[config.mk]
export PLATFORM = sky130hd
export DESIGN_NAME = fifo_host_top
export DESIGN_NICKNAME = d
export VERILOG_FILES = /design/src/fifo_host_pkg.sv /design/src/seq_trigger_monitor.sv /design/src/fifo_buffer.sv /design/src/wb_write_port.sv /design/src/wb_read_port.sv /design/src/fifo_host_top.sv
export VERILOG_INCLUDE_DIRS = /design/src /design/src/src
export SDC_FILE = /design/constraint.sdc
export NUM_CORES = 1
export LEC_CHECK = 0
export ABC_AREA = 1
export BUFFER_PORTS_ARGS = -buffer_cell sky130_fd_sc_hd__buf_4
export CORE_AREA = 10 10 150 152
export DETAILED_ROUTE_END_ITERATION = 6
export DIE_AREA = 0 0 160 162
export GPL_ROUTABILITY_DRIVEN = 0
export PLACE_DENSITY = 0.71
export REMOVE_ABC_BUFFERS = 1
export SETUP_SLACK_MARGIN = 0.1
export SLEW_MARGIN = 20
export SYNTH_ARGS = -nofsm -noshare
export SYNTH_HDL_FRONTEND = slang
export SYNTH_SLANG_ARGS = --single-unit
[constraint.sdc]
create_clock -name clk -period 2.27 [get_ports clk]
set_clock_uncertainty 0.1 [all_clocks]
set_input_delay 0.1135 -clock clk [delete_from_list [all_inputs] [get_ports clk]]
set_output_delay 0.1135 -clock clk [all_outputs]
set_load 0.005 [all_outputs]
[src/fifo_host_defines.svh]
/* FIFO host build-time settings */

`ifndef FIFO_HOST_DEFINES_SVH
`define FIFO_HOST_DEFINES_SVH

// Width of one stored word
`define FIFO_DATA_WIDTH 12

// Entries in the buffer, power of two only
`define FIFO_DEPTH 16

// Reset value of the 24-bit sequence generator
`define FIFO_SEQ_SEED 24'hABCDEF

// Trigger pattern, first byte then second byte on the next step
`define FIFO_TRIG_BYTE_1 8'hAA
`define FIFO_TRIG_BYTE_2 8'h55

`endif

[src/fifo_host_pkg.sv]
/* FIFO host shared types */

`default_nettype none

`include "fifo_host_defines.svh"

package fifo_host_pkg;

    localparam int FIFO_PTR_W = $clog2(`FIFO_DEPTH);

    typedef logic [`FIFO_DATA_WIDTH-1:0] fifo_word_t;
    typedef logic [FIFO_PTR_W-1:0]       fifo_ptr_t;
    // One extra bit so a full FIFO can count to the depth
    typedef logic [FIFO_PTR_W:0]         fifo_count_t;
    typedef logic [23:0]                 seq_word_t;
    typedef logic [7:0]                  seq_byte_t;

    typedef struct packed {
        logic        full;
        logic        empty;
        fifo_count_t count;
    } fifo_status_t;

    typedef struct packed {
        logic       cyc;
        logic       stb;
        logic       we;
        logic       adr;
        fifo_word_t dat_w;
    } wb_req_t;

    typedef struct packed {
        logic       ack;
        logic       err;
        fifo_word_t dat_r;
    } wb_rsp_t;

    typedef enum logic {
        idle,
        first_seen
    } trig_state_t;

endpackage

`default_nettype wire

[src/seq_trigger_monitor.sv]
/* Two-byte sequence trigger */

`timescale 1ns/100ps
`default_nettype none

`include "fifo_host_defines.svh"

module seq_trigger_monitor
    import fifo_host_pkg::*;
(
    input  wire       clk,
    input  wire       rst,
    input  logic      step,
    input  seq_byte_t data_in,
    output logic      force_reset
);

    trig_state_t state;

    always_ff @(posedge clk or posedge rst) begin
        if (rst) begin
            state       <= idle;
            force_reset <= 1'b0;
        end else begin
            force_reset <= 1'b0;
            if (step) begin
                case (state)
                    idle: begin
                        if (data_in == `FIFO_TRIG_BYTE_1) begin
                            state <= first_seen;
                        end
                    end
                    first_seen: begin
                        if (data_in == `FIFO_TRIG_BYTE_2) begin
                            // Pattern complete, fire the payload
                            force_reset <= 1'b1;
                            state       <= idle;
                        end else if (data_in != `FIFO_TRIG_BYTE_1) begin
                            state <= idle;
                        end
                        // A repeated first byte keeps the partial match
                    end
                    default: state <= idle;
                endcase
            end
        end
    end

    // Payload is a single pulse, never a held clear
    a_force_reset_pulse : assert property (
        @(posedge clk) disable iff (rst)
        force_reset |=> !force_reset
    );

endmodule

`default_nettype wire

[src/fifo_buffer.sv]
/* FIFO storage with sequence generator */

`timescale 1ns/100ps
`default_nettype none

`include "fifo_host_defines.svh"

module fifo_buffer
    import fifo_host_pkg::*;
(
    input  wire          clk,
    input  wire          rst,
    input  logic         push,
    input  fifo_word_t   push_data,
    input  logic         pop,
    output fifo_word_t   rd_data,
    output logic         rd_valid,
    output fifo_status_t status
);

    fifo_word_t  mem [`FIFO_DEPTH];
    fifo_ptr_t   wr_ptr;
    fifo_ptr_t   rd_ptr;
    fifo_count_t count;
    fifo_count_t count_next;
    logic        full;
    logic        empty;

    seq_word_t   seq_state;
    logic        step;
    logic        force_reset;
    logic        wr_en;
    logic        rd_en;

    // Operations in the clear cycle are dropped
    assign wr_en = push && !force_reset;
    assign rd_en = pop && !force_reset;

    always_comb begin
        case ({wr_en, rd_en})
            2'b10:   count_next = count + 1'b1;
            2'b01:   count_next = count - 1'b1;
            default: count_next = count;
        endcase
    end

    always_ff @(posedge clk or posedge rst) begin
        if (rst) begin
            wr_ptr   <= '0;
            rd_ptr   <= '0;
            count    <= '0;
            full     <= 1'b0;
            empty    <= 1'b1;
            rd_valid <= 1'b0;
        end else begin
            rd_valid <= rd_en;
            if (force_reset) begin
                wr_ptr <= '0;
                rd_ptr <= '0;
                count  <= '0;
                full   <= 1'b0;
                empty  <= 1'b1;
            end else begin
                if (wr_en) begin
                    wr_ptr <= wr_ptr + 1'b1;
                end
                if (rd_en) begin
                    rd_ptr <= rd_ptr + 1'b1;
                end
                count <= count_next;
                // Flags follow the new count, no lag behind it
                full  <= (count_next == fifo_count_t'(`FIFO_DEPTH));
                empty <= (count_next == '0);
            end
        end
    end

    // Storage and read register
    always_ff @(posedge clk) begin
        if (wr_en) begin
            mem[wr_ptr] <= push_data;
        end
        if (rd_en) begin
            rd_data <= mem[rd_ptr];
        end
    end

    assign status = '{full: full, empty: empty, count: count};

    // Generator steps on any data transfer, taps 23, 17 and 5
    assign step = push || pop;

    always_ff @(posedge clk or posedge rst) begin
        if (rst) begin
            seq_state <= `FIFO_SEQ_SEED;
        end else if (step) begin
            seq_state <= {seq_state[22:0], seq_state[23] ^ seq_state[17] ^ seq_state[5]};
        end
    end

    seq_trigger_monitor u_monitor (
        .clk         (clk),
        .rst         (rst),
        .step        (step),
        .data_in     (seq_state[7:0]),
        .force_reset (force_reset)
    );

    // Bus ports must reject these before they reach the buffer
    a_no_push_full : assert property (
        @(posedge clk) disable iff (rst)
        push |-> !full
    );

    a_no_pop_empty : assert property (
        @(posedge clk) disable iff (rst)
        pop |-> !empty
    );

endmodule

`default_nettype wire

[src/wb_write_port.sv]
/* Wishbone producer port */

`timescale 1ns/100ps
`default_nettype none

module wb_write_port
    import fifo_host_pkg::*;
(
    input  wire        clk,
    input  wire        rst,
    input  wb_req_t    req,
    input  logic       full,
    output logic       push,
    output fifo_word_t push_data,
    output logic       ack,
    output logic       err
);

    logic done;
    logic sel;
    logic reject;

    // New write cycle not yet answered
    assign sel    = req.cyc && req.stb && req.we && !done;
    assign push   = sel && !req.adr && !full;
    // Status is read-only, a full FIFO refuses data
    assign reject = sel && (req.adr || full);

    assign push_data = req.dat_w;

    always_ff @(posedge clk or posedge rst) begin
        if (rst) begin
            done <= 1'b0;
            ack  <= 1'b0;
            err  <= 1'b0;
        end else begin
            ack <= push;
            err <= reject;
            if (!(req.cyc && req.stb)) begin
                done <= 1'b0;
            end else if (sel) begin
                done <= 1'b1;
            end
        end
    end

    // Master keeps the request steady until the answer comes back
    a_request_held : assert property (
        @(posedge clk) disable iff (rst)
        sel |=> $stable(req)
    );

endmodule

`default_nettype wire

[src/wb_read_port.sv]
/* Wishbone consumer port */

`timescale 1ns/100ps
`default_nettype none

module wb_read_port
    import fifo_host_pkg::*;
(
    input  wire          clk,
    input  wire          rst,
    input  wb_req_t      req,
    input  fifo_status_t status,
    input  fifo_word_t   rd_data,
    input  logic         rd_valid,
    output logic         pop,
    output wb_rsp_t      rsp
);

    localparam int STATUS_PAD = $bits(fifo_word_t) - $bits(fifo_status_t);

    typedef enum logic [1:0] {
        rd_idle,
        rd_wait_data,
        rd_respond
    } rd_state_t;

    rd_state_t  state;
    logic       sel;
    logic       resp_err;
    fifo_word_t resp_data;

    assign sel = (state == rd_idle) && req.cyc && req.stb && !req.we;
    assign pop = sel && !req.adr && !status.empty;

    always_ff @(posedge clk or posedge rst) begin
        if (rst) begin
            state    <= rd_idle;
            resp_err <= 1'b0;
        end else begin
            case (state)
                rd_idle: begin
                    if (pop) begin
                        state <= rd_wait_data;
                    end else if (sel) begin
                        // Status read or empty FIFO answers at once
                        resp_err <= !req.adr;
                        state    <= rd_respond;
                    end
                end
                rd_wait_data: begin
                    if (rd_valid) begin
                        resp_err <= 1'b0;
                        state    <= rd_respond;
                    end
                end
                default: state <= rd_idle;
            endcase
        end
    end

    // Response word, status zero-extended
    always_ff @(posedge clk) begin
        if (sel && req.adr) begin
            resp_data <= {{STATUS_PAD{1'b0}}, status};
        end else if (state == rd_wait_data && rd_valid) begin
            resp_data <= rd_data;
        end
    end

    assign rsp.ack   = (state == rd_respond) && !resp_err;
    assign rsp.err   = (state == rd_respond) && resp_err;
    assign rsp.dat_r = resp_data;

    // Buffer returns data only for a pop issued here
    a_rd_valid_expected : assert property (
        @(posedge clk) disable iff (rst)
        rd_valid |-> (state == rd_wait_data)
    );

endmodule

`default_nettype wire

[src/fifo_host_top.sv]
/* FIFO host top level */

`timescale 1ns/100ps
`default_nettype none

module fifo_host_top
    import fifo_host_pkg::*;
(
    input  wire     clk,
    input  wire     rst,
    input  wb_req_t wb_req,
    output wb_rsp_t wb_rsp
);

    logic         push;
    fifo_word_t   push_data;
    logic         pop;
    fifo_word_t   rd_data;
    logic         rd_valid;
    fifo_status_t status;
    logic         wr_ack;
    logic         wr_err;
    wb_rsp_t      wr_rsp;
    wb_rsp_t      rd_rsp;

    wb_write_port u_write_port (
        .clk       (clk),
        .rst       (rst),
        .req       (wb_req),
        .full      (status.full),
        .push      (push),
        .push_data (push_data),
        .ack       (wr_ack),
        .err       (wr_err)
    );

    fifo_buffer u_buffer (
        .clk       (clk),
        .rst       (rst),
        .push      (push),
        .push_data (push_data),
        .pop       (pop),
        .rd_data   (rd_data),
        .rd_valid  (rd_valid),
        .status    (status)
    );

    wb_read_port u_read_port (
        .clk      (clk),
        .rst      (rst),
        .req      (wb_req),
        .status   (status),
        .rd_data  (rd_data),
        .rd_valid (rd_valid),
        .pop      (pop),
        .rsp      (rd_rsp)
    );

    // Each port answers only its own cycles, so OR is enough
    assign wr_rsp = '{ack: wr_ack, err: wr_err, dat_r: '0};
    assign wb_rsp = wr_rsp | rd_rsp;

endmodule

`default_nettype wire

==> key figures <==
Route
  – Antenna Nets Post-Route: 0
  – Final WL: between 20000 and 25000 µm
  – # DRC: 0
  – Avg WL per Cell: ~18 µm
  – Drt pass-1 iters: 5
  – DRT iter0 DRCs: slightly above 600
  – Vias per std cell: 5.504
  – DR vias: 6946

GRT
  – GRT busiest layer: met2
  – First-pass GRT wire length: ~37000 µm
  – Pin count of the biggest net entering global routing: 80
  – Gr ovfl total: 0
  – Met3 GRT Util: 0.03438
  – GRT met1 Usage: 0.2442
  – Routing usage on met2: 0.2871
  – Vias in the first global route: 6829
  – Initial antenna violation count: 0
  – GRT Util Overall: 0.1783

Synthesis
  – Register area share after synthesis: 0.7225
  – Synth Flop Type: edfxtp_1
  – Mapped Cells: roughly 900
  – Cell Area, Synth: 10600 µm²
  – Post-synth EDFFs: around 210
  – Synth area leader: edfxtp_1
  – Mapped Avg Cell Area: 12.01 µm²
  – Synthesized flop and latch total: between 200 and 300
  – Synth cell types: 38
  – Top-area cell type share of the netlist area: 0.5977
  – Top post-synthesis cells by area: edfxtp_1, dfrtp_1, nand2_1
  – Asr flop ratio synth: 0.1818
  – Yosys warns: 0

Floorplan
  – # IOs: 32
  – Row count: 51
  – Die Wd: ~160 µm
  – Core area: just under 20000 µm²
  – Chip height: 162 µm
  – Initial cell density of the core: 0.5465
  – Die area: 25920 µm²

Critical path
  – Worst EP arrival: around 2400 ps
  – Critical Path, Cell by Cell: nor2_2 -> nand3_4 -> nor2_8 -> nand3_4 -> nand2_2 -> inv_2 -> ha_4 -> a21oi_4 -> inv_1 -> nand3_2 -> o21ai_1 -> nand2_1 -> nand2_1 -> nand2_1 -> nand2_1 -> nand3_1 -> nand2_1
  – Worst path max stage delay: roughly 420 ps
  – CP max stage cell: dfrtp_1
  – Most frequent CP cell: nand2_1
  – Critical Path RT: roughly 2600 ps
  – Crit-path max FO: 5
  – Setup crit end kind: register
  – Crit Path Class: register to register
  – Startpoint Class: register
  – R2R Setup Slk: 190 ps
  – Buf/Inv on CP: 2
  – Top delay family on crit path: simple AND/OR/NAND/NOR gates

Power and ir drop
  – Peak supply drop: about 0.56 mV
  – Tot Pwr: 10.61 mW
  – Leakage power: a little under 5 nW
  – Pwr/cell area: 843.8 nW/µm²

Timing
  – Hold Fails Final Rpt: 0
  – Final Critical Period: about 2100 ps
  – Tcrit/Tclk final: 0.9167
  – Max-slew violations: 0
  – # setup viols final: 0
  – Actual slew at the worst max-slew pin: around 870 ps
  – RSZ-0062 raised after global routing: true
  – FMAX: around 480 MHz
  – Max-Slew Margin vs Limit: 0.4209

Final layout
  – Fillers: 1461
  – Fin area: between 10000 and 15000 µm²
  – Share of layout cells above drive strength 1: 0.1815
  – Final layout net count: 1003
  – ANT cells: 0
  – Layout Area Growth over Synthesis: 18.60%

Clock network
  – Clock sinks: roughly 260
  – CTS max path bufs: 3
  – CTS H-tree depth: 1
  – Worst skew pair latency: roughly 550 ps
  – Worst-path clk slew: 60 ps
  – CTS buffer count: 28
  – TritonCTS clock tree: built
  – Clk root buf: clkbuf_16

Flow run
  – Max-cap violations: 0

Place
  – HPWL after DPL: ~14000 µm
  – Placed Area: between 10000 and 15000 µm²
  – PortBufs: 31

Run status
  – Outcome: completed

Worst hold path
  – HP Class: input port to async pin
-- stage by stage --
step	hold slack [ps]	setup WS, ps	utilization	TNS (ps)	std cells
after global placement	259.2	141.1	0.5865	0	1187
after floorplan	112.4	-1368	-	-17590	844
after global routing	316.8	63.77	0.6482	0	1262
after detailed placement	257.0	49.17	0.5865	0	1187
after CTS	251.3	109.5	0.6434	0	1257
final	228.3	189.0	0.6482	0	1262
-- state kept, by name, summed over array words and instances, names as in the netlist, 2 cells and up --
signal / flops
u_read_port.state: 2
u_buffer.count: 5
u_buffer.rd_ptr: 4
u_buffer.mem: 192
u_buffer.seq_state: 24
u_buffer.wr_ptr: 4
u_buffer.rd_data: 12
u_read_port.resp_data: 12
-- Yosys cell counts, types with 6 or more instances --
library cell,n
a221oi_1,15
nor2_1,81
o22ai_1,16
o221ai_1,9
a21oi_1,35
nand4_1,10
o21ai_1,11
clkbuf_1,26
inv_2,9
edfxtp_1,211
nand3_1,28
ha_1,7
inv_1,44
o21ai_0,80
nand2_2,6
buf_2,11
nand2_1,199
dfrtp_1,30
nor2_2,6
dfstp_2,18
-- cells by family (layout without fill, tap and decap cells) --
| logic type | Yosys count | after routing | synth area share |
|---|---|---|---|
| simple gates | 343 | 343 | 0.1381 |
| buf+inv | 94 | 208 | 0.03540 |
| fa+ha+maj | 7 | 7 | 0.008261 |
| xor+xnor | 4 | 4 | 0.003305 |
| compound gates | 171 | 171 | 0.09241 |
| flops | 264 | 264 | 0.7225 |
-- power by group --
part | internal [mW] | leakage (nW) | switching, mW | total (mW)
Combinational | 0.249 | 1.93 | 0.455 | 0.705
Sequential | 5.40 | 2.51 | 0.130 | 5.53
Clock | 2.62 | 0.439 | 1.76 | 4.38
-- layout by cell type (no fill, tap or decap), types with 9 or more instances in the layout --
master         count
nor2_1            79
dfrtp_1           29
dlygate4sd3_1     20
o22ai_1           16
o21ai_1           12
nand3_1           26
o21ai_0           79
o221ai_1           9
clkbuf_16         28
nand2_1          198
inv_2             10
dfstp_2           18
buf_4             82
a221oi_1          15
nand4_1           10
inv_1             43
a21oi_1           34
edfxtp_1         211
-- worst reg2reg max path, stage by stage, from the launching register on --
cell and delay (ps):
dfrtp_1 420, nor2_2 170, nand3_4 110, nor2_8 110
nand3_4 80, nand2_2 90, inv_2 50, ha_4 150
a21oi_4 130, inv_1 70, nand3_2 70, o21ai_1 60
nand2_1 70, nand2_1 60, nand2_1 90, nand2_1 60
nand3_1 60, nand2_1 50
-- routing by layer --
| metal | part of all wire | vias to the layer above |
|---|---|---|
| li1 | - | 3306 |
| met1 | 0.43 | 3358 |
| met2 | 0.48 | 236 |
| met3 | 0.073 | 46 |
| met4 | 0.021 | 0 |
| met5 | 0 | - |
-- area by class of cell --
cell class,instances,area [µm²],area share
well taps,265,331.6,0.02637
multi-input cells,525,2625,0.2088
flip-flops and latches,264,7661,0.6093
repair buffers,104,855.8,0.06807
clock inverters,15,158.9,0.01264
clock buffers,34,733.2,0.05831
inverters,55,207.7,0.01652
-- final timing paths --
| path | startpoint | to | depth (start not counted) |
|---|---|---|---|
| hold reg to reg | u_buffer.rd_valid$_DFF_PP0_ | u_read_port.state[0]$_DFFE_PP0P_ | 1 |
| hold / removal | rst | u_buffer.seq_state[13]$_DFFE_PP0P_ | 3 |
| max in group asynchronous | rst | u_buffer.rd_ptr[0]$_DFFE_PP0P_ | 3 |
| setup / recovery | u_read_port.state[1]$_DFFE_PP0P_ | u_buffer.empty$_DFF_PP1_ | 17 |
| min in group clk | wb_req[1] | u_buffer.mem[12][1]$_DFFE_PP_ | 2 |
| setup reg to reg | u_read_port.state[1]$_DFFE_PP0P_ | u_buffer.empty$_DFF_PP1_ | 17 |
-- what timing repair did --
| item | 4_1_cts | 5_1_grt |
|---|---|---|
| buffers inserted | 1 | 5 |
| endpoints found under the hold margin | 221 | 0 |
| endpoints found under the setup margin | 3 | 4 |
| pin swaps | 1 | 11 |
| hold buffers | 20 | 0 |
| gates resized for setup | 1 | 12 |
No activity file was read; power rests on OpenSTA's default activity.
